<file path="src/mem_params.svh">
`ifndef MEM_PARAMS_SVH
`define MEM_PARAMS_SVH

// region bounds, LO inclusive and HI exclusive
// kept 32 bits wide so the top of lwram fits

`define MEM_CART_LO   32'h0000_0000
`define MEM_CART_HI   32'h0000_8000  // cartridge, treated as plain RAM

`define MEM_LCD_LO    32'h0000_8000
`define MEM_LCD_HI    32'h0000_A000

`define MEM_WRAM_LO   32'h0000_C000
`define MEM_WRAM_HI   32'h0000_E000

`define MEM_OAM_LO    32'h0000_FE00
`define MEM_OAM_HI    32'h0000_FEA0  // sprite attribute table

`define MEM_IOREG_LO  32'h0000_FF00
`define MEM_IOREG_HI  32'h0000_FF80

`define MEM_LWRAM_LO  32'h0000_FF80
`define MEM_LWRAM_HI  32'h0001_0000

// byte handed back for a CPU read of a hole in the map
`define MEM_UNMAPPED_DATA 8'hFF

`endif

</file>
<file path="src/mem_pkg.sv">
package mem_pkg;

   // encoding order matters: the arbiter lets higher values win
   typedef enum logic [1:0] {
      M_CPU  = 2'd0,
      M_PPU  = 2'd1,
      M_RDMA = 2'd2,
      M_WDMA = 2'd3
   } master_e;

   // one value per bank, R_NONE for the holes
   typedef enum logic [2:0] {
      R_CART  = 3'd0,
      R_LCD   = 3'd1,
      R_WRAM  = 3'd2,
      R_OAM   = 3'd3,
      R_IOREG = 3'd4,
      R_LWRAM = 3'd5,
      R_NONE  = 3'd6
   } region_e;

   // raw master request, strobes active low as on the old bus
   typedef struct packed {
      logic        re_n;
      logic        we_n;
      logic [15:0] addr;
      logic [7:0]  wdata;
   } mem_req_t;

   typedef struct packed {
      logic        valid;
      logic        rd;
      logic        wr;
      region_e     region;
      master_e     master;
      logic [15:0] offset;  // address minus region base
      logic [7:0]  wdata;
   } dec_req_t;

   typedef struct packed {
      logic        valid;
      logic        wr;
      master_e     master;
      logic [15:0] offset;
      logic [7:0]  wdata;
   } bank_req_t;

   typedef struct packed {
      logic        valid;
      master_e     master;  // who gets the byte
      logic [7:0]  rdata;
   } bank_rsp_t;

   typedef struct packed {
      logic        rvalid;
      logic [7:0]  rdata;
   } mem_rsp_t;

endpackage

</file>
<file path="src/mem_read_return.sv">
`include "mem_params.svh"

module mem_read_return (
   input  logic               i_clk,
   input  logic               i_arst_n,
   input  mem_pkg::bank_rsp_t i_bank_rsp [6],
   input  mem_pkg::dec_req_t  i_none_req,
   output mem_pkg::mem_rsp_t  o_cpu_rsp,
   output mem_pkg::mem_rsp_t  o_ppu_rsp,
   output mem_pkg::mem_rsp_t  o_rdma_rsp
);

   mem_pkg::mem_rsp_t rsp_d [3];  // cpu, ppu, rdma
   logic              wdma_tagged;

   always_comb begin
      wdma_tagged = 1'b0;
      for (int m = 0; m < 3; m++) begin
         rsp_d[m] = '0;
         for (int b = 0; b < 6; b++) begin
            if (i_bank_rsp[b].valid && i_bank_rsp[b].master == mem_pkg::master_e'(m))
               rsp_d[m] = '{rvalid: 1'b1, rdata: i_bank_rsp[b].rdata};
         end
      end

      // a cpu read of a hole, delayed to line up with the banks
      if (i_none_req.valid)
         rsp_d[mem_pkg::M_CPU] = '{rvalid: 1'b1, rdata: `MEM_UNMAPPED_DATA};

      for (int b = 0; b < 6; b++)
         wdma_tagged |= i_bank_rsp[b].valid && i_bank_rsp[b].master == mem_pkg::M_WDMA;
   end

   always_ff @(posedge i_clk or negedge i_arst_n) begin
      if (!i_arst_n) begin
         o_cpu_rsp  <= '0;
         o_ppu_rsp  <= '0;
         o_rdma_rsp <= '0;
      end else begin
         o_cpu_rsp  <= rsp_d[mem_pkg::M_CPU];
         o_ppu_rsp  <= rsp_d[mem_pkg::M_PPU];
         o_rdma_rsp <= rsp_d[mem_pkg::M_RDMA];
      end
   end

   // wdma is write only, decode must have stopped any read from it
   a_no_wdma_rsp: assert property (@(posedge i_clk) disable iff (!i_arst_n)
      !wdma_tagged);

   a_none_is_cpu_read: assert property (@(posedge i_clk) disable iff (!i_arst_n)
      i_none_req.valid |-> i_none_req.master == mem_pkg::M_CPU && i_none_req.rd);

endmodule

</file>
<file path="config.mk">
export PLATFORM = sky130hd
export DESIGN_NAME = mem_read_return
export DESIGN_NICKNAME = d
export VERILOG_FILES = /design/src/mem_pkg.sv /design/src/mem_read_return.sv
export VERILOG_INCLUDE_DIRS = /design/src
export SDC_FILE = /design/constraint.sdc
export NUM_CORES = 1
export LEC_CHECK = 0
export BUFFER_PORTS_ARGS = -buffer_cell sky130_fd_sc_hd__clkbuf_2
export CAP_MARGIN = 10
export CORE_MARGIN = 2
export CORE_UTILIZATION = 25
export DETAILED_ROUTE_END_ITERATION = 7
export GPL_ROUTABILITY_DRIVEN = 0
export SETUP_SLACK_MARGIN = 0.1
export SKIP_CTS_REPAIR_TIMING = 1
export SLEW_MARGIN = 15
export SYNTH_ARGS = -nofsm -noshare
export SYNTH_HDL_FRONTEND = slang
export SYNTH_SLANG_ARGS = --single-unit
</file>
<file path="constraint.sdc">
create_clock -name i_clk -period 0.8 [get_ports i_clk]
set_input_delay 0.08 -clock i_clk [delete_from_list [all_inputs] [get_ports i_clk]]
set_output_delay 0.08 -clock i_clk [all_outputs]
set_load 0.01 [all_outputs]
</file>
[Word-level counts from Yosys, hierarchy flattened]
Index checks and enable logic that the tools add are counted.
Word-level totals
  logic and storage cells: 61
  input port bits: 100
  register bits after elaboration: 27
  output and inout bits: 27
Cells by class
  equality and inequality tests: 12
  reductions and logical operators: 24
  mux-type cells: 19
Operators by type and width (count)
  9-bit 2-to-1 mux: 19
  1-bit logical AND: 18
  2-bit by 1-bit equality test with 1-bit output (second input constant): 6
  2-bit equality test (second input constant): 6
  2-bit logical NOT: 6

[Depth between registers and ports, before layout]
  depth after elaboration: 9
  mapped depth: 6
  mapped depth without buffers: 4

[Least setup slack after synthesis]
OpenSTA, ideal clock, no wires.
  kind: input-to-reg
  from: in i_bank_rsp[20] (netlist bit)
  to: reg o_cpu_rsp[0] (netlist bit)
  slack: -0.531 ns
  setup time: 0.129 ns
  path buffers: 2
  data arrival time: 1.202 ns
  stages: 6
  required time: 0.671 ns
  cell sequence: or3b_1 -> buf_2 -> buf_6 -> nand3_1 -> a21oi_1 -> a2111o_1
RTL lines
  start, declared: line mem_read_return.sv:6  | input mem_pkg::bank_rsp_t i_bank_rsp [6],
  end signal, assigned: line mem_read_return.sv:40  | o_cpu_rsp <= rsp_d[mem_pkg::M_CPU];
  end, declared: line mem_read_return.sv:8  | output mem_pkg::mem_rsp_t o_cpu_rsp,

==> results.cfg <==
[routing]
wl_per_cell_um = 19.7
postRouteAntennaNets = 0
drc_errors = 0
vias = 2850
drtIter0Drc = 351
drt_wl_total_um = 9630
via_per_inst = 5.82
drt_first_pass_iters = 6

[finish]
layout.nets = 489
num_antenna_cells = 0
syn2layout_area_growth_pct = 84.2
mostFrequentLayoutCells = clkbuf_2, buf_4, dfrtp_1
layout_commonest_cell = clkbuf_2
n_fill_cell = 785
layout-drive-gt1-share_pct = 59.8

[power_and_ir_drop]
ir_drop_mv = 0.512
power.share.clock_pct = 19.7
p_leak_nw = 1.63
p_seq_share_pct = 37.6
p_sw_mw = 1.41
p_int_mw = 2.73
p_total_mw = 4.14
power.density_nw_per_um2 = 1140
combPwrFrac_pct = 42.7
netSwitchingFraction_pct = 34.1

[setup_path]
arrival_ns = 1.34
crit_start = i_bank_rsp[9]
cp_slowest_stage_delay_ns = 0.43
cp-start-kind = input port
required_ns = 0.97
worstSetupPathType = in2reg
critPathBufInv = 1
cp_cell_sequence = clkbuf_2, or3b_1, nand2_1, a211oi_1, a2111o_1
worstPathMaxFanout = 5
end_kind = flop
crit_family = simple AND/OR/NAND/NOR gates
crit_slowest_cell = or3b_1

[global_routing]
grt-ovfl-total = 0
grt_antenna_before_repair = 0
grt_pass1_vias = 2745
grt_pass1_wl_um = 14200
grt_usage_pct = 21.3
grt_max_degree = 28

[synthesis]
synthCells = 225
async_flop_share_pct = 100
syn_area_per_cell_um2 = 8.74
yosysUniqueCellTypes = 35
synth_edf_count = 0
synth_ff_type = dfrtp_1
netlist_area_um2 = 1970
synth_fp_nets = 325
yosysWarnings = 0
yosys_register_bits = 27
ys_seq_area_share_pct = 34.4

[clock_tree]
clock-sinks = 27
cts_root_buf = clkbuf_8
clockBufferDepth = 2
cts_tree = done
numCtsBuffers = 3
clkTransAtPathRegs_ns = 0.10
cts.htree.levels = 1

[sta]
hold_viol_final = 0
tns_ns = -7.93
rsz0062_at_grt = true
clock.fmax_mhz = 850
setup_ws_ns = -0.376
relSlewSlack_pct = 79.8
slew_viol_final = 0
period_share_pct = 147
setup_viol = 53
tightest_slew_ns = 0.303
period_needed_ns = 1.18

[floorplan]
initial_core_util_pct = 25.6
die_w_um = 92.7
io_pins = 127
fp.coreArea_um2 = 7690
die_height_um = 92.7
row_count = 32
fp.dieArea_um2 = 8590

[worst_hold_path]
hold_path_class = in2reg
hp-start = i_bank_rsp[2]

[placement]
io_buffer_count = 95
hpwl_um = 7090

[run_status]
status = complete, but fails checks
violations = setup timing

[flow_run]
drv_cap = 0
## final timing paths
path	endpoint	slack, ns	cells past startpoint
min	o_cpu_rsp[2]	0.07	2
min in group asynchronous	o_ppu_rsp[0]	0.28	3
max in group asynchronous	o_cpu_rsp[6]	0.36	3
max	o_cpu_rsp[0]	-0.38	5
## power by group through the flow
stage	sequential, mW	clock [mW]	combinational (mW)
final	1.56	0.814	1.77
after global routing	1.57	0.858	1.88
after CTS	1.56	0.809	1.49
after detailed placement	1.59	0	1.49
after global placement	1.59	0	1.47
after floorplan	1.67	0	0.551
## area by class of cell
| cell class | instances | area [um2] | area share (%) |
|---|---|---|---|
| clock buffers | 4 | 45.0 | 1.24 |
| inverters | 1 | 3.75 | 0.104 |
| multi-input cells | 181 | 1540 | 42.6 |
| flip-flops and latches | 27 | 676 | 18.7 |
| well taps | 102 | 128 | 3.53 |
| repair buffers | 175 | 1220 | 33.8 |
## routing by layer
metal,global-route usage [%],vias to the layer above,part of all wire [%]
met5,0,-,0
met2,33.0,214,46
met1,28.3,1347,41
li1,-,1261,-
met4,8.58,0,2.5
met3,5.37,28,11
## kinds of logic (layout without fill, tap and decap cells)
group / Yosys count / after routing / share of synthesized area (%)
buffers and inverters: 17 / 180 / 3.95
and+or+nand+nor: 84 / 84 / 25.9
DFF: 27 / 27 / 34.4
AOI/OAI and AO/OA: 97 / 97 / 35.8
## state kept, by name, summed over array words and instances (netlist names)
signal	cells
o_ppu_rsp	9
o_rdma_rsp	9
o_cpu_rsp	9
## cells in the mapped netlist (all sizes together), types with 6 or more instances
| cell | count | area share [%] |
|---|---|---|
| dfrtp | 27 | 34 |
| a221oi | 23 | 10 |
| o21ai | 19 | 4.8 |
| nor2 | 16 | 3.1 |
| nand3 | 15 | 3.8 |
| a21oi | 13 | 3.3 |
| nand2 | 13 | 2.5 |
| o22ai | 11 | 3.5 |
| buf | 9 | 2.4 |
| a22oi | 8 | 3.1 |
| nor3b | 8 | 4.3 |
| o221ai | 8 | 3.6 |
| clkbuf | 7 | 1.3 |
| nand4 | 7 | 2.2 |
| and3b | 6 | 2.7 |
| nand3b | 6 | 2.3 |
## stage by stage
step / setup WS, ns / instances / util (%) / hold slack [ns] / area (um2)
5_1_grt: -0.394 / 490 / 47.1 / 0.0759 / 3620
4_1_cts: -0.431 / 481 / 41.6 / -0.250 / 3200
6_report: -0.376 / 490 / 47.1 / 0.0654 / 3620
2_1_floorplan: -0.489 / 225 / - / -0.216 / 2110
3_3_place_gp: -0.659 / 477 / 41.0 / 0.0458 / 3150
3_5_place_dp: -0.724 / 477 / 41.0 / 0.0471 / 3150
Power figures use the tool's default switching activity.
