$ cat src/mem_params.svh
`ifndef MEM_PARAMS_SVH
`define MEM_PARAMS_SVH

// region bounds, LO inclusive and HI exclusive
// kept 32 bits wide so the top of lwram fits

`define MEM_CART_LO   32'h0000_0000
`define MEM_CART_HI   32'h0000_8000  // cartridge, treated as plain RAM

`define MEM_LCD_LO    32'h0000_8000
`define MEM_LCD_HI    32'h0000_A000

`define MEM_WRAM_LO   32'h0000_C000
`define MEM_WRAM_HI   32'h0000_E000

`define MEM_OAM_LO    32'h0000_FE00
`define MEM_OAM_HI    32'h0000_FEA0  // sprite attribute table

`define MEM_IOREG_LO  32'h0000_FF00
`define MEM_IOREG_HI  32'h0000_FF80

`define MEM_LWRAM_LO  32'h0000_FF80
`define MEM_LWRAM_HI  32'h0001_0000

// byte handed back for a CPU read of a hole in the map
`define MEM_UNMAPPED_DATA 8'hFF

`endif

$ cat src/mem_pkg.sv
package mem_pkg;

   // encoding order matters: the arbiter lets higher values win
   typedef enum logic [1:0] {
      M_CPU  = 2'd0,
      M_PPU  = 2'd1,
      M_RDMA = 2'd2,
      M_WDMA = 2'd3
   } master_e;

   // one value per bank, R_NONE for the holes
   typedef enum logic [2:0] {
      R_CART  = 3'd0,
      R_LCD   = 3'd1,
      R_WRAM  = 3'd2,
      R_OAM   = 3'd3,
      R_IOREG = 3'd4,
      R_LWRAM = 3'd5,
      R_NONE  = 3'd6
   } region_e;

   // raw master request, strobes active low as on the old bus
   typedef struct packed {
      logic        re_n;
      logic        we_n;
      logic [15:0] addr;
      logic [7:0]  wdata;
   } mem_req_t;

   typedef struct packed {
      logic        valid;
      logic        rd;
      logic        wr;
      region_e     region;
      master_e     master;
      logic [15:0] offset;  // address minus region base
      logic [7:0]  wdata;
   } dec_req_t;

   typedef struct packed {
      logic        valid;
      logic        wr;
      master_e     master;
      logic [15:0] offset;
      logic [7:0]  wdata;
   } bank_req_t;

   typedef struct packed {
      logic        valid;
      master_e     master;  // who gets the byte
      logic [7:0]  rdata;
   } bank_rsp_t;

   typedef struct packed {
      logic        rvalid;
      logic [7:0]  rdata;
   } mem_rsp_t;

endpackage

$ cat src/mem_req_decode.sv
`include "mem_params.svh"

module mem_req_decode (
   input  logic              i_clk,
   input  logic              i_arst_n,
   input  mem_pkg::mem_req_t i_cpu_req,
   input  mem_pkg::mem_req_t i_ppu_req,
   input  mem_pkg::mem_req_t i_rdma_req,
   input  mem_pkg::mem_req_t i_wdma_req,
   output mem_pkg::dec_req_t o_dec [4],
   output logic              o_ppu_boundary_error,
   output logic              o_rdma_boundary_error,
   output logic              o_wdma_boundary_error
);

   mem_pkg::mem_req_t req [4];
   mem_pkg::dec_req_t dec_d [4];
   logic [3:0]        rule_ok;
   logic [3:0]        err_d;

   function automatic mem_pkg::region_e region_of(input logic [15:0] addr);
      if (addr >= `MEM_CART_LO && addr < `MEM_CART_HI) return mem_pkg::R_CART;
      if (addr >= `MEM_LCD_LO && addr < `MEM_LCD_HI) return mem_pkg::R_LCD;
      if (addr >= `MEM_WRAM_LO && addr < `MEM_WRAM_HI) return mem_pkg::R_WRAM;
      if (addr >= `MEM_OAM_LO && addr < `MEM_OAM_HI) return mem_pkg::R_OAM;
      if (addr >= `MEM_IOREG_LO && addr < `MEM_IOREG_HI) return mem_pkg::R_IOREG;
      if (addr >= `MEM_LWRAM_LO && addr < `MEM_LWRAM_HI) return mem_pkg::R_LWRAM;
      return mem_pkg::R_NONE;
   endfunction

   function automatic logic [15:0] base_of(input mem_pkg::region_e region);
      case (region)
         mem_pkg::R_CART:  return 16'(`MEM_CART_LO);
         mem_pkg::R_LCD:   return 16'(`MEM_LCD_LO);
         mem_pkg::R_WRAM:  return 16'(`MEM_WRAM_LO);
         mem_pkg::R_OAM:   return 16'(`MEM_OAM_LO);
         mem_pkg::R_IOREG: return 16'(`MEM_IOREG_LO);
         mem_pkg::R_LWRAM: return 16'(`MEM_LWRAM_LO);
         default:          return 16'h0000;  // unmapped keeps the full address
      endcase
   endfunction

   assign req[mem_pkg::M_CPU]  = i_cpu_req;
   assign req[mem_pkg::M_PPU]  = i_ppu_req;
   assign req[mem_pkg::M_RDMA] = i_rdma_req;
   assign req[mem_pkg::M_WDMA] = i_wdma_req;

   always_comb begin
      for (int m = 0; m < 4; m++) begin
         dec_d[m].rd     = ~req[m].re_n & req[m].we_n;
         dec_d[m].wr     = ~req[m].we_n;  // both strobes low counts as a write
         dec_d[m].region = region_of(req[m].addr);
         dec_d[m].master = mem_pkg::master_e'(m);
         dec_d[m].offset = req[m].addr - base_of(dec_d[m].region);
         dec_d[m].wdata  = req[m].wdata;
      end

      // cpu may go anywhere, an unmapped write just disappears
      rule_ok[mem_pkg::M_CPU] = dec_d[mem_pkg::M_CPU].rd
                              || dec_d[mem_pkg::M_CPU].region != mem_pkg::R_NONE;
      rule_ok[mem_pkg::M_PPU] = dec_d[mem_pkg::M_PPU].rd
                              && dec_d[mem_pkg::M_PPU].region inside
                                 {mem_pkg::R_LCD, mem_pkg::R_OAM};
      rule_ok[mem_pkg::M_RDMA] = dec_d[mem_pkg::M_RDMA].rd
                               && dec_d[mem_pkg::M_RDMA].region inside
                                  {mem_pkg::R_CART, mem_pkg::R_LCD, mem_pkg::R_WRAM};
      rule_ok[mem_pkg::M_WDMA] = dec_d[mem_pkg::M_WDMA].wr
                               && dec_d[mem_pkg::M_WDMA].region == mem_pkg::R_OAM;

      for (int m = 0; m < 4; m++) begin
         dec_d[m].valid = (dec_d[m].rd | dec_d[m].wr) & rule_ok[m];
         err_d[m]       = (dec_d[m].rd | dec_d[m].wr) & ~rule_ok[m];
      end
      err_d[mem_pkg::M_CPU] = 1'b0;  // no error line for the cpu
   end

   always_ff @(posedge i_clk or negedge i_arst_n) begin
      if (!i_arst_n) begin
         o_dec                 <= '{default: '0};
         o_ppu_boundary_error  <= 1'b0;
         o_rdma_boundary_error <= 1'b0;
         o_wdma_boundary_error <= 1'b0;
      end else begin
         o_dec                 <= dec_d;
         o_ppu_boundary_error  <= err_d[mem_pkg::M_PPU];
         o_rdma_boundary_error <= err_d[mem_pkg::M_RDMA];
         o_wdma_boundary_error <= err_d[mem_pkg::M_WDMA];
      end
   end

   // a ppu write strobe never makes it past decode, and is flagged
   a_ppu_no_write: assert property (@(posedge i_clk) disable iff (!i_arst_n)
      !i_ppu_req.we_n |=> o_ppu_boundary_error && !o_dec[mem_pkg::M_PPU].valid);

endmodule

$ cat config.mk
export PLATFORM = sky130hd
export DESIGN_NAME = mem_req_decode
export DESIGN_NICKNAME = d
export VERILOG_FILES = /design/src/mem_pkg.sv /design/src/mem_req_decode.sv
export VERILOG_INCLUDE_DIRS = /design/src
export SDC_FILE = /design/constraint.sdc
export NUM_CORES = 1
export LEC_CHECK = 0
export ABC_AREA = 1
export BUFFER_PORTS_ARGS = -buffer_cell sky130_fd_sc_hd__buf_2
export CORE_MARGIN = 3
export CORE_UTILIZATION = 47
export DETAILED_ROUTE_END_ITERATION = 8
export GPL_ROUTABILITY_DRIVEN = 0
export PLACE_DENSITY = 0.84
export SETUP_SLACK_MARGIN = 0.05
export SYNTH_ARGS = -nofsm -noshare
export SYNTH_HDL_FRONTEND = slang
export SYNTH_SLANG_ARGS = --single-unit
$ cat constraint.sdc
create_clock -name i_clk -period 0.8 [get_ports i_clk]
set_input_delay 0 -clock i_clk [delete_from_list [all_inputs] [get_ports i_clk]]
set_output_delay 0 -clock i_clk [all_outputs]
set_load 0.02 [all_outputs]
==> results of run 1 <==
[per-stage QoR]
step	worst slack (ps)	instances	util, %	setup TNS [ps]	area (um2)
3_5_place_dp	-1340	983	72.4	-35520	7880
3_3_place_gp	-1170	983	72.4	-32430	7880
2_1_floorplan	-959	506	-	-20490	5730
[cell families after synthesis]
family	after synthesis
and+or+nand+nor	194
other	2
xor gates and xnor gates	22
adders and majority gates	39
AOI/OAI and AO/OA	44
DFF	124
buffers and inverters	78
==> impl_metrics.yaml, run 1 <==
run_status:
  status: "aborted with a tool error"
  stop_stage: "4_1_cts"
  error: "[ERROR DPL-0038] Utilization greater than 100%, impossible to legalize"
synthesis:
  yosysWarnings: 0
  synth_area_um2: 5270
  postSynthCellCount: 503
  synth-adder-area-share_pct: 9.84
  synth_cell_types: 34
  synth_edf_count: 0
  ys_ff_latch: 124
  synth_xor_area_share_pct: 3.66
  yosys-top-cells-count: "dfrtp_1, nand2_1, inv_1"
  synth_area_per_cell_um2: 10.5
  ys_seq_area_share_pct: 58.9
  synthMuxAreaShare_pct: 0
  synth_top_family_by_area: "simple AND/OR/NAND/NOR gates"
  synth_flop_cell: "dfrtp_1"
  synth_top_area_cell: "dfrtp_1"
  synth-compound-area-share_pct: 4.94
  synth_area_leaders: "dfrtp_1, ha_1, nand2_1"
  synth_simple_gate_area_share_pct: 16.4
  async_reset_ff_share_pct: 100
  yosys.area.top_type_share_pct: 58.9
  yosysMostFrequentCell: "dfrtp_1"
clocking:
  cts_root_buffer: "clkbuf_8"
  cts_sinks: 124
  post_cts_buffers: 40
  clock_path_buffers: 2
  cts_max_level: 4
  cts_resized: 404
  cts_buffers: 17
  cts_hold_buf: 77
floorplanning:
  pin_count: 237
  die_w_um: 112
  start_util_pct: 48.4
  rows: 38
  die_y_um: 112
placement:
  port_buffers: 232
  post-dp-hpwl_mm: 12.5
==> run 2, diff against run 1 <==
- CORE_UTILIZATION: 47 -> 35
- PLACE_DENSITY: 0.84 -> default
- PLACE_DENSITY_LB_ADDON: default -> 0.15
- SETUP_SLACK_MARGIN: 0.05 -> default
==> impl_metrics.yaml, run 2 <==
placement:
  postPlaceCellArea_um2: 8060
  post-dp-hpwl_mm: 12.0
  dp_slack_ps: -1270
  post-place-cells: 1042
  port_buffers: 232
synthesis:
  yosys-top-cells-count: "dfrtp_1, nand2_1, inv_1"
  synth_area_leaders: "dfrtp_1, ha_1, nand2_1"
  synth_top_area_cell: "dfrtp_1"
  synth_area_per_cell_um2: 10.5
  synth_area_um2: 5270
  synth_cell_types: 34
  synth_flop_cell: "dfrtp_1"
  async_reset_ff_share_pct: 100
  ys_ff_latch: 124
  synth_edf_count: 0
  yosys.area.top_type_share_pct: 58.9
  ys_seq_area_share_pct: 58.9
  yosysMostFrequentCell: "dfrtp_1"
  postSynthCellCount: 503
  yosysWarnings: 0
run:
  maxCapViolCount: 0
final_layout:
  regMostFlops: "o_dec"
  syn_to_final_growth_pct: 114
  antenna_cells: 0
  final_nets: 1136
  fillers: 875
  seq_area_um2: 3100
  drive_above_1_share_pct: 60.0
  multi_input_area_um2: 2730
  finalNonFillerCells: 1188
  largest_reg_flops: 121
  layout_common_cells: "buf_6, buf_4, dfrtp_1"
  final_common_cell: "buf_6"
  final_area_um2: 11300
global_routing:
  antenna_found_initial: 0
  grt_overflow_total: 0
  grt_pass1_vias: 5823
  grt_max_degree: 28
  grt_first_pass_wirelength_mm: 28.8
  grt_use_total_pct: 22.4
drt:
  drcViolationCount: 0
  finalWirelength_mm: 18.9
  antenna_left: 0
  post_drt_wl_per_cell_um: 15.9
  vias: 5374
  vias_per_cell: 4.52
  drt_iter0_drc: 185
  first_pass_iters: 4
sta:
  rsz0062_at_grt: "yes"
  fin_crit_ps: 1550
  max_freq_mhz: 643
  fin_crit_sh_pct: 194
  hold_viol: 0
  slew_viol_final: 0
  setup_ws_ps: -755
  setup_viol: 160
critical_path:
  critPathRequiredTime_ps: 1090
  crit_path_top_delay_cell: "ha_4"
  cp-end-kind: "flop"
  startpoint: "i_rdma_req[18]"
  cp_max_fo: 5
  slowest_delay_ps: 220
  cp_top_family: "simple AND/OR/NAND/NOR gates"
  start_kind: "input pin"
  crit_type: "in2reg"
  cp.arrival_ps: 1840
  path_cells: "buf_6, and3_4, nand2_4, nor2_2, nor2_2, inv_2, ha_4, nor2_4, buf_12, ha_4, a21o_1, nor2_1, o21ai_2, xor2_1"
  path_buf_inv: 3
clocking:
  cts_sinks: 124
  cts_max_level: 4
  cts_root_buffer: "clkbuf_16"
  cts_tree: "built"
  clk_pin_slew_ps: 60
  cts_buffers: 17
  clock_path_buffers: 2
floorplanning:
  die_w_um: 129
  die_y_um: 129
  dieArea_um2: 16600
  start_util_pct: 36.0
  pin_count: 237
  core_area_um2: 14600
  rows: 44
power_and_ir_drop:
  p_leak_uw: 0.00564
  p_total_uw: 19900
  power.density_nw_per_um2: 1770
  ir_drop_mv: 1.27
min_path:
  hold_path.class: "in2reg"
  min-delay-start: "i_cpu_req[15]"
run_status:
  violations: "negative setup slack"
  status: "complete, but fails checks"
==> run 2: cell counts after synthesis <==
No cell type changed its count.
==> run 2: where the power goes <==
part           internal (uW)  total, uW  switching, uW
clock network           5260       7970           2700
logic                   2590       4910           2320
registers               6750       7020            267
==> run 2: routing by layer <==
metal	up-vias	GRT usage (%)	part of all wire (%)
met3	39	6.02	6.1
li1	2584	-	-
met2	183	42.9	55
met4	0	8.59	2.7
met5	-	0	0
met1	2568	23.0	36
==> run 2: layout make-up <==
| class | count | share of cell area [%] |
|---|---|---|
| repair buffers | 473 | 38.1 |
| clock buffers | 20 | 3.97 |
| multi-input cells | 304 | 24.3 |
| well taps | 184 | 2.04 |
| inverters | 71 | 2.49 |
| flip-flops and latches | 124 | 27.6 |
| clock inverters | 12 | 1.51 |
==> run 2: cells by family (layout without fill, tap and decap cells) <==
family / Yosys count / count (layout) / share of synthesized area (%)
simple gates: 194 / 194 / 16.4
flops: 124 / 124 / 58.9
compound gates: 44 / 44 / 4.94
fa+ha+maj: 39 / 39 / 9.84
buf+inv: 78 / 576 / 6.06
other cells: 2 / 5 / 0.143
xor+xnor: 22 / 22 / 3.66
==> run 2: per-stage QoR <==
stage | util [%] | hold slack [ps] | setup TNS [ps]
2_1_floorplan | - | -296 | -20490
3_3_place_gp | 55.0 | -70.1 | -32980
3_5_place_dp | 55.0 | -67.3 | -34500
4_1_cts | 74.4 | 2.17 | -32370
5_1_grt | 76.9 | 28.0 | -37120
6_report | 76.9 | 37.5 | -30500
==> run 2: path summary, 6_finish.rpt <==
path / slack [ps] / cells past startpoint / to
max: -750 / 14 / o_dec[52]
min: 40 / 5 / o_dec[122]
max in group asynchronous: 250 / 3 / o_dec[54]
min in group asynchronous: 60 / 2 / o_dec[59]
==> run 2: timing repair <==
action                                  in CTS  in global routing
endpoints found under the hold margin      202                  3
buffers inserted                            40                 17
endpoints found under the setup margin     160                166
pin swaps                                   96                102
resized for setup                          353                 89
hold buffers                                71                  1
==> run 2: tightest hold or removal path: stages <==
cell	delay, ps
buf_2	80
buf_4	110
nand2_4	50
buf_6	110
nand3_1	60
No activity file was read; power rests on OpenSTA's default activity.
