`src/mem_params.svh`:
```
`ifndef MEM_PARAMS_SVH
`define MEM_PARAMS_SVH

// region bounds, LO inclusive and HI exclusive
// kept 32 bits wide so the top of lwram fits

`define MEM_CART_LO   32'h0000_0000
`define MEM_CART_HI   32'h0000_8000  // cartridge, treated as plain RAM

`define MEM_LCD_LO    32'h0000_8000
`define MEM_LCD_HI    32'h0000_A000

`define MEM_WRAM_LO   32'h0000_C000
`define MEM_WRAM_HI   32'h0000_E000

`define MEM_OAM_LO    32'h0000_FE00
`define MEM_OAM_HI    32'h0000_FEA0  // sprite attribute table

`define MEM_IOREG_LO  32'h0000_FF00
`define MEM_IOREG_HI  32'h0000_FF80

`define MEM_LWRAM_LO  32'h0000_FF80
`define MEM_LWRAM_HI  32'h0001_0000

// byte handed back for a CPU read of a hole in the map
`define MEM_UNMAPPED_DATA 8'hFF

`endif

```
`src/mem_pkg.sv`:
```
package mem_pkg;

   // encoding order matters: the arbiter lets higher values win
   typedef enum logic [1:0] {
      M_CPU  = 2'd0,
      M_PPU  = 2'd1,
      M_RDMA = 2'd2,
      M_WDMA = 2'd3
   } master_e;

   // one value per bank, R_NONE for the holes
   typedef enum logic [2:0] {
      R_CART  = 3'd0,
      R_LCD   = 3'd1,
      R_WRAM  = 3'd2,
      R_OAM   = 3'd3,
      R_IOREG = 3'd4,
      R_LWRAM = 3'd5,
      R_NONE  = 3'd6
   } region_e;

   // raw master request, strobes active low as on the old bus
   typedef struct packed {
      logic        re_n;
      logic        we_n;
      logic [15:0] addr;
      logic [7:0]  wdata;
   } mem_req_t;

   typedef struct packed {
      logic        valid;
      logic        rd;
      logic        wr;
      region_e     region;
      master_e     master;
      logic [15:0] offset;  // address minus region base
      logic [7:0]  wdata;
   } dec_req_t;

   typedef struct packed {
      logic        valid;
      logic        wr;
      master_e     master;
      logic [15:0] offset;
      logic [7:0]  wdata;
   } bank_req_t;

   typedef struct packed {
      logic        valid;
      master_e     master;  // who gets the byte
      logic [7:0]  rdata;
   } bank_rsp_t;

   typedef struct packed {
      logic        rvalid;
      logic [7:0]  rdata;
   } mem_rsp_t;

endpackage

```
`src/mem_port_arbiter.sv`:
```
module mem_port_arbiter (
   input  logic               i_clk,
   input  logic               i_arst_n,
   input  mem_pkg::dec_req_t  i_dec [4],
   output mem_pkg::bank_req_t o_bank_req [6],
   output mem_pkg::dec_req_t  o_none_req,
   output logic               o_same_port_error
);

   logic [3:0]         req_vec [6];  // per region, one bit per master
   logic [1:0]         win [6];
   logic [5:0]         collide;
   mem_pkg::bank_req_t bank_d [6];
   mem_pkg::dec_req_t  none_d;

   always_comb begin
      for (int r = 0; r < 6; r++) begin
         req_vec[r] = '0;
         win[r]     = '0;
         for (int m = 0; m < 4; m++) begin
            req_vec[r][m] = i_dec[m].valid && i_dec[m].region == mem_pkg::region_e'(r);
            if (req_vec[r][m])
               win[r] = 2'(m);  // wdma > rdma > ppu > cpu by enum order
         end
         collide[r] = $countones(req_vec[r]) > 1;

         bank_d[r].valid  = |req_vec[r];
         bank_d[r].wr     = i_dec[win[r]].wr;
         bank_d[r].master = i_dec[win[r]].master;
         bank_d[r].offset = i_dec[win[r]].offset;
         bank_d[r].wdata  = i_dec[win[r]].wdata;
      end

      // only a cpu read can still be pointing at a hole here
      none_d       = i_dec[mem_pkg::M_CPU];
      none_d.valid = i_dec[mem_pkg::M_CPU].valid
                   && i_dec[mem_pkg::M_CPU].rd
                   && i_dec[mem_pkg::M_CPU].region == mem_pkg::R_NONE;
   end

   always_ff @(posedge i_clk or negedge i_arst_n) begin
      if (!i_arst_n) begin
         o_bank_req        <= '{default: '0};
         o_none_req        <= '0;
         o_same_port_error <= 1'b0;
      end else begin
         o_bank_req        <= bank_d;
         o_none_req        <= none_d;
         o_same_port_error <= |collide;  // one pulse no matter how many regions clash
      end
   end

   for (genvar r = 0; r < 6; r++) begin : g_grant_chk
      // the single winner asks for this region and no higher master does
      a_one_grant: assert property (@(posedge i_clk) disable iff (!i_arst_n)
         (|req_vec[r]) |-> (req_vec[r] >> win[r]) == 4'b0001);
   end

endmodule

```
`config.mk`:
```
export PLATFORM = sky130hd
export DESIGN_NAME = mem_port_arbiter
export DESIGN_NICKNAME = d
export VERILOG_FILES = /design/src/mem_params.svh /design/src/mem_pkg.sv /design/src/mem_port_arbiter.sv
export SDC_FILE = /design/constraint.sdc
export NUM_CORES = 1
export LEC_CHECK = 0
export BUFFER_PORTS_ARGS = -buffer_cell sky130_fd_sc_hd__buf_4
export CORE_ASPECT_RATIO = 1.4
export CORE_UTILIZATION = 55
export DETAILED_ROUTE_END_ITERATION = 16
export HOLD_SLACK_MARGIN = 0.06
export PLACE_DENSITY = 0.93
export SYNTH_ARGS = -nofsm -noshare
export SYNTH_HDL_FRONTEND = slang
export SYNTH_SLANG_ARGS = --single-unit
export TNS_END_PERCENT = 100
```
`constraint.sdc`:
```
create_clock -name i_clk -period 0.8 [get_ports i_clk]
set_input_delay 0.04 -clock i_clk [delete_from_list [all_inputs] [get_ports i_clk]]
set_output_delay 0.04 -clock i_clk [all_outputs]
set_load 0.05 [all_outputs]
```
==> results.md, run 1 <==
- Syn_nets: 976
- Cell taking the most area after synthesis: dfrtp_1
- Distinct cell type count after synthesis: 38
- Ranking of synthesized cells by area: dfrtp_1, mux2i_1, o22ai_1
- Run Error: [ERROR DPL-0033] detailed placement checks failed during check placement.
- Post-cts sizing count: 325
- Setup Buffers After CTS: 19
- Synth top area share: 52.5%
- CTS Buf Count: 20
- IO Port Bufs: 327
- Hold_buf cts: 116
- Routability congestion estimate: 0.941
- Clock buffer depth: 3
- Clock sink count: 201
- Mean area per synthesized cell: 11.5 µm²
- Placed Area: 0.0131 mm²
- H-tree depth: 1
- Outcome: aborted with a tool error
- Register area share after synthesis: 52.5%
- #FFs+latches synth: 201
- Cells after Synth: 834
- Num rows: 56
- Synth Cell Area: 0.00959 mm²
- Failing step: clock tree synthesis
- Clk root buf: clkbuf_16
- Initial Util: 56.8%
- Die width: 114 µm
- Detailed-placement wirelength estimate: 25.6 mm
- Warnings from Yosys: 0
- Die height: 158 µm
- # IOs: 331
-- per-stage QoR --
step                      instances  setup slack (ps)  hold slack, ps  TNS, ps  util, %
after floorplan                 834              -985            -256   -27220        -
after global placement         1434              -915           -63.2  -114230     77.7
after detailed placement       1434              -960           -60.4  -119650     77.7
-- synthesized netlist by cell type --
cell,count
nor2b_1,3
a211oi_1,1
a21oi_1,163
nand2_2,3
and4_1,1
buf_2,30
clkbuf_1,4
nand3_1,4
nor4b_4,1
dfrtp_1,201
or3b_2,2
buf_4,19
inv_2,5
inv_1,5
nand4_1,1
nand2b_4,1
o31ai_1,1
and4bb_2,4
nor2_1,3
nor2_4,2
buf_6,8
clkbuf_4,1
and2_1,1
nor4b_2,1
nand2_1,12
nor4b_1,1
nor3_2,2
nor4bb_1,1
nand2_4,2
ha_1,6
nor2_2,5
nand4bb_1,2
fa_1,6
o22ai_1,162
and4b_1,2
nand2b_1,4
mux2i_1,162
nand4b_1,2
-- cells by family after synthesis --
group / after synthesis / synth area share (%)
compound gates: 327 / 19.2
flops: 201 / 52.5
mux: 162 / 16.9
buf+inv: 72 / 4.62
simple gates: 60 / 4.75
fa+ha+maj: 12 / 2.04
==> run 2, diff against run 1 <==
--- a/config.mk
+++ b/config.mk
@@ -6,11 +6,9 @@
 export NUM_CORES = 1
 export LEC_CHECK = 0
 export BUFFER_PORTS_ARGS = -buffer_cell sky130_fd_sc_hd__buf_4
-export CORE_ASPECT_RATIO = 1.4
-export CORE_UTILIZATION = 55
+export CORE_UTILIZATION = 40
 export DETAILED_ROUTE_END_ITERATION = 16
-export HOLD_SLACK_MARGIN = 0.06
-export PLACE_DENSITY = 0.93
+export PLACE_DENSITY_LB_ADDON = 0.15
 export SYNTH_ARGS = -nofsm -noshare
 export SYNTH_HDL_FRONTEND = slang
 export SYNTH_SLANG_ARGS = --single-unit
==> run 2 against run 1 <==
Against the previous run: the flow now finishes, with violations (negative hold slack, negative setup slack); area after synthesis did not move; synthesized cell count unchanged.
==> results.md, run 2 <==
- Cell taking the most area after synthesis: dfrtp_1 (unchanged)
- # setup viols final: 333
- Routability congestion estimate: 0.826 (was 0.941)
- Worst-path clk slew: 60 ps
- IO Port Bufs: 327 (unchanged)
- Drt first pass iters: 5
- Commonest cells in the netlist: dfrtp_1, a21oi_1, mux2i_1, o22ai_1, buf_2 (unchanged)
- Hold_buf cts: 115 (was 116)
- Final Hold Slack: -66.2 ps
- RSZ-0062 raised after global routing: true
- Syn_nets: 976 (unchanged)
- Slew HR: 55.8%
- Die width: 157 µm (was 114 µm)
- Minimum clock period: 1230 ps
- CTS tree: done
- Final WS setup: -427 ps
- Cells after Synth: 834 (unchanged)
- LEAKAGE: 7.67 nW
- Die height: 157 µm (was 158 µm)
- Ranking of synthesized cells by area: dfrtp_1, mux2i_1, o22ai_1 (unchanged)
- Routed Antenna Nets: 0
- Crit path from: i_dec[91]
- Mean area per synthesized cell: 11.5 µm² (unchanged)
- Synth top area share: 52.5% (unchanged)
- Failing checks: negative hold slack, negative setup slack
- Distinct cell type count after synthesis: 38 (unchanged)
- Number of vias per cell: 5.82
- Maximum vdd drop: 1.40 mV
- CTS Buf Count: 23 (was 20)
- Detailed-placement wirelength estimate: 25.4 mm (was 25.6 mm)
- Worst EP required: 1250 ps
- Pwr Total: 32.6 mW
- Die area: 0.0246 mm²
- Layout cell share with drive strength beyond 1: 41.0%
- H-tree depth: 1 (unchanged)
- Fmax: 815 MHz
- Non-filler instance count after layout: 1713
- Most common cell in the netlist: dfrtp_1 (unchanged)
- CP Max Fanout: 5
- Clock sink count: 201 (unchanged)
- #FFs+latches synth: 201 (unchanged)
- Placed cell count: 1513 (was 1434)
- # IOs: 331 (unchanged)
- Worst Setup Start Kind: input port
- Clock buffer depth: 3 (unchanged)
- Worst-margin pin slew: 663 ps
- Initial antenna violation count: 0
- Pwr/cell area: 1910 mW/mm²
- Synth Cell Area: 0.00959 mm² (unchanged)
- Largest net degree at the start of global routing: 50
- Final hold violation count: 8
- Outcome: finished with violations (was aborted with a tool error)
- Critical path type: input port to flop
- First-pass GRT wire length: 63.1 mm
- DRT Wirelength: 44.2 mm
- Nets: 1519
- Max reg flops: 168
- Layout area overhead: 78.5%
- DRC viols: 0
- Critical Path AT: 1670 ps
- Most frequent cells in the layout: buf_6, dfrtp_1, buf_4
- Initial Util: 40.9% (was 56.8%)
- Wire per inst: 25.8 µm
- Top_reg_cell synth: dfrtp_1 (unchanged)
- Total of max-cap violations: 0
- Fin crit share: 153%
- Vias: 9967
- Post-place setup slack: -945 ps (was -960 ps)
- Slew Limit Fails: 0
- Top reg by flops: o_bank_req
- Crit. End Element: flop
- Num rows: 56 (unchanged)
- Vias in the first global route: 10188
- Async S/R FF share, synth: 100% (unchanged)
- Commonest non-fill, non-tap cell in the layout: buf_6
- Warnings from Yosys: 0 (unchanged)
- Tot GR Track Use: 35.2%
- EDFF count, synth: 0 (unchanged)
- Clk root buf: clkbuf_16 (unchanged)
- 1st-iter DRT viols: 1009
- Remaining Overflow, GRT: 0
- Register area share after synthesis: 52.5% (unchanged)
- Core box area: 0.0235 mm²
- Largest registers: o_bank_req (168), o_none_req (32), o_same_port_error (1)
- Antenna diodes: 0
- Min-delay worst type: input port to asynchronous set/reset pin
-- run 2: cell counts after synthesis --
No cell type changed its count.
-- run 2: worst max-delay path by stage --
stage	end	slack (ps)	cells past startpoint
floorplan	o_same_port_error	-980	10
global placement	o_same_port_error	-930	8
detailed placement	o_same_port_error	-950	8
CTS	o_same_port_error	-390	8
global route	o_same_port_error	-490	9
finish	o_same_port_error	-430	8
-- run 2: metal layers --
metal / vias up / share of wire (%) / global-route usage, %
met3: 128 / 11 / 8.81
li1: 4278 / - / -
met2: 710 / 47 / 56.0
met5: - / 0 / 0
met4: 0 / 3.9 / 16.3
met1: 4851 / 38 / 45.0
-- run 2: cells by family after synthesis --
logic type / share of synthesized area, %
simple gates: 4.75
flops: 52.5
mux: 16.9
buf+inv: 4.62
compound gates: 19.2
fa+ha+maj: 2.04
-- run 2: area by class of cell --
cell class / count / area [µm²]
Clock buffer: 30 / 642
Clock inverter: 12 / 166
Fill cell: 1575 / 6350
Inverter: 10 / 60.1
Multi-Input combinational cell: 562 / 4450
Sequential cell: 201 / 5030
Tap cell: 319 / 399
Timing Repair Buffer: 579 / 6370
-- run 2: repair_timing --
| item | 4_1_cts | 5_1_grt |
|---|---|---|
| cloned | 13 | 4 |
| pin swaps | 33 | 24 |
| hold endpoints to repair | 396 | 8 |
| setup buffers | 18 | 16 |
| gates resized for setup | 266 | 55 |
| endpoints found under the setup margin | 368 | 365 |
-- run 2: metrics by stage --
stage                     hold slack (ps)  setup TNS (ps)  util (%)  area (µm²)
after floorplan                      -256          -27220         -        9910
after global placement              -95.0         -131640      56.6       13300
after detailed placement            -94.4         -135010      56.6       13300
after CTS                           -73.8          -78110      71.5       16800
after global routing                -74.4          -85710      72.9       17100
final                               -66.2          -75990      72.9       17100
-- run 2: critical path: stages --
cell and delay, ps:
buf_4 140, nor3_4 310, inv_8 50, fa_1 460
or3b_4 390, a21oi_2 130, o31ai_1 70, nand3_1 80
-- run 2: report_power, final --
group,leakage [nW],internal (mW),switching (mW)
Combinational,4.94,3.85,5.87
Clock,0.400,6.94,4.41
Sequential,2.33,11.0,0.513
(Power assumes the default switching activity.)
==> run 3, diff against run 2 <==
--- a/config.mk
+++ b/config.mk
@@ -9,6 +9,7 @@
 export CORE_UTILIZATION = 40
 export DETAILED_ROUTE_END_ITERATION = 16
 export PLACE_DENSITY_LB_ADDON = 0.15
+export RECOVER_POWER = 50
 export SYNTH_ARGS = -nofsm -noshare
 export SYNTH_HDL_FRONTEND = slang
 export SYNTH_SLANG_ARGS = --single-unit
==> constraint.sdc (replaced) <==
create_clock -name i_clk -period 1.3 [get_ports i_clk]
set_input_delay 0.065 -clock i_clk [delete_from_list [all_inputs] [get_ports i_clk]]
set_output_delay 0.065 -clock i_clk [all_outputs]
set_load 0.05 [all_outputs]
==> run 3 against run 2 <==
Against the previous run: sequential cell count did not move; the flow now finishes without violations; worst setup slack gained 450 ps; combinational power is 46% lower; sequential share of layout area rose by 4.5 points; final area fell by 13%; via count fell by 4.4%; cell count shrank 2.7%; largest cell class is now flip-flops and latches; critical path depth grew 1.
==> results.md, run 3 (synthesized netlist as in run 2, its figures left out) <==
- Design area: 0.0148 mm² (was 0.0171 mm²)
- Top reg by flops: o_bank_req (unchanged)
- Num rows: 56 (unchanged)
- First-pass GRT wire length: 57.9 mm (was 63.1 mm)
- LEAKAGE: 6.70 nW (was 7.67 nW)
- Switching power: 6.37 mW (was 10.8 mW)
- CTS Buf Count: 23 (unchanged)
- Critical path type: input port to flop (unchanged)
- Reg area: 0.00503 mm² (unchanged)
- Hold Crit Start: i_dec[59]
- Post-place setup slack: -503 ps (was -945 ps)
- Comb power frac: 27.6% (was 29.8%)
- Core box area: 0.0235 mm² (unchanged)
- Pwr Total: 18.9 mW (was 32.6 mW)
- Total of max-cap violations: 0 (unchanged)
- Min-delay worst type: input port to flop (was input port to asynchronous set/reset pin)
- Placed Area: 0.0131 mm² (was 0.0133 mm²)
- Maximum vdd drop: 0.864 mV (was 1.40 mV)
- Worst-case hold path end point: o_same_port_error
- M3 GR Usage: 6.95% (was 8.81%)
- Area of the multi-input gates: 0.00419 mm² (was 0.00445 mm²)
- P_int: 12.5 mW (was 21.8 mW)
- Detailed-placement wirelength estimate: 24.4 mm (was 25.4 mm)
- CP Max Fanout: 4 (was 5)
- Clock sink count: 201 (unchanged)
- # setup viols final: 0 (was 333)
- CTS tree: done (unchanged)
- H-tree depth: 1 (unchanged)
- Gr busiest metal: met2 (unchanged)
- Clk root buf: clkbuf_16 (unchanged)
- Slew Limit Fails: 0 (unchanged)
- Commonest non-fill, non-tap cell in the layout: buf_4 (was buf_6)
- Min-Delay Path Depth: 5
- DRC viols: 0 (unchanged)
- Minimum clock period: 1270 ps
- GR Layer Usage met2: 51.7% (was 56.0%)
- Routed Antenna Nets: 0 (unchanged)
- Fmax: 786 MHz
- Number of vias per cell: 5.72 (was 5.82)
- # fillers: 1911 (was 1575)
- Final hold violation count: 0 (was 8)
- Die area: 0.0246 mm² (unchanged)
- Layout cell share with drive strength beyond 1: 33.9% (was 41.0%)
- Vias: 9531 (was 9967)
- Clock buffer depth: 3 (unchanged)
- Worst-margin pin slew: 1050 ps (was 663 ps)
- Crit. End Element: flop (unchanged)
- Seq pwr share: 37.0% (was 35.4%)
- Initial Util: 40.9% (unchanged)
- Pwr/cell area: 1270 mW/mm² (was 1910 mW/mm²)
- Switching part of the total power: 33.7% (was 33.1%)
- IO Port Bufs: 327 (unchanged)
- Die width: 157 µm (unchanged)
- Routability congestion estimate: 0.838 (was 0.826)
- Worst Setup Start Kind: input port (unchanged)
- GR Util met1: 42.0% (was 45.0%)
- Slew HR: 30.0% (was 55.8%)
- DRT Wirelength: 39.8 mm (was 44.2 mm)
- Largest registers: o_bank_req (168), o_none_req (32), o_same_port_error (1) (unchanged)
- Vias in the first global route: 9434 (was 10188)
- RSZ-0062 raised after global routing: false (was true)
- Critical Path AT: 1730 ps (was 1670 ps)
- Initial antenna violation count: 0 (unchanged)
- Fin crit share: 97.8%
- Final WS setup: 28.1 ps (was -427 ps)
- Wire per inst: 23.9 µm (was 25.8 µm)
- Worst-path clk slew: 60 ps (about the same)
- Remaining Overflow, GRT: 0 (unchanged)
- Outcome: completed (was finished with violations)
- Die height: 157 µm (unchanged)
- Drt first pass iters: 5 (unchanged)
- Largest net degree at the start of global routing: 49 (was 50)
- Nets: 1472 (was 1519)
- Clock share of power: 35.4% (was 34.8%)
- # IOs: 331 (unchanged)
- Final core occ: 63.2% (was 72.9%)
- Tot GR Track Use: 31.8% (was 35.2%)
- Worst EP required: 1750 ps (was 1250 ps)
- Antenna diodes: 0 (unchanged)
- Layout area overhead: 54.7% (was 78.5%)
- Most frequent cells in the layout: buf_4, dfrtp_1, mux2i_1, o22ai_1, a21oi_1 (was buf_6, dfrtp_1, buf_4)
- 1st-iter DRT viols: 784 (was 1009)
- Max reg flops: 168 (unchanged)
-- run 3: worst max path at each step --
stage	from	cells after the start	slack, ps	endpoint
3_3_place_gp	i_dec[92]	9	-480	o_same_port_error
6_report	i_dec[92]	9	30	o_same_port_error
5_1_grt	i_dec[92]	8	7	o_same_port_error
4_1_cts	i_dec[92]	9	40	o_same_port_error
3_5_place_dp	i_dec[92]	9	-500	o_same_port_error
2_1_floorplan	i_dec[28]	10	-510	o_same_port_error
-- run 3: worst max-delay path, cell delays in order --
cell,delay (ps)
buf_4,130
buf_12,120
nor3_4,200
inv_2,70
fa_1,460
or3b_4,380
a21oi_2,140
o31ai_1,80
nand3_1,70
-- run 3: what timing repair did --
| action | in CTS | in global routing |
|---|---|---|
| gates resized for setup | 0 | 1 |
| setup endpoints to repair | 0 | 1 |
| setup buffers | 0 | 1 |
| endpoints found under the hold margin | 396 | 0 |
| hold buffers | 116 | 0 |
-- run 3: power by group through the flow --
| stage | logic, mW | clock network (mW) | registers (mW) |
|---|---|---|---|
| 2_1_floorplan | 0.883 | 0 | 8.98 |
| 3_3_place_gp | 4.93 | 0 | 7.11 |
| 3_5_place_dp | 4.96 | 0 | 7.10 |
| 4_1_cts | 5.25 | 6.76 | 7.00 |
| 5_1_grt | 5.44 | 7.01 | 7.03 |
| 6_report | 5.21 | 6.69 | 7.00 |
-- run 3: through the flow --
step,instances,hold WS (ps),setup TNS (ps)
after global routing,1666,25.7,0
after detailed placement,1507,45.2,-47870
after CTS,1665,10.7,0
after floorplan,834,-231,-510
final,1666,27.4,0
after global placement,1507,44.3,-46150
-- run 3: layer usage --
| metal | vias to the layer above | routed length, µm |
|---|---|---|
| li1 | 4177 | - |
| met1 | 4681 | 16200 |
| met2 | 585 | 19100 |
| met3 | 88 | 3510 |
| met4 | 0 | 1070 |
| met5 | - | 0 |
-- run 3: cell type report --
cell class	instances	area share, %
clock buffers	33	4.54
clock inverters	9	0.717
inverters	10	0.270
multi-input cells	561	28.2
flip-flops and latches	201	33.9
well taps	319	2.69
repair buffers	533	29.6
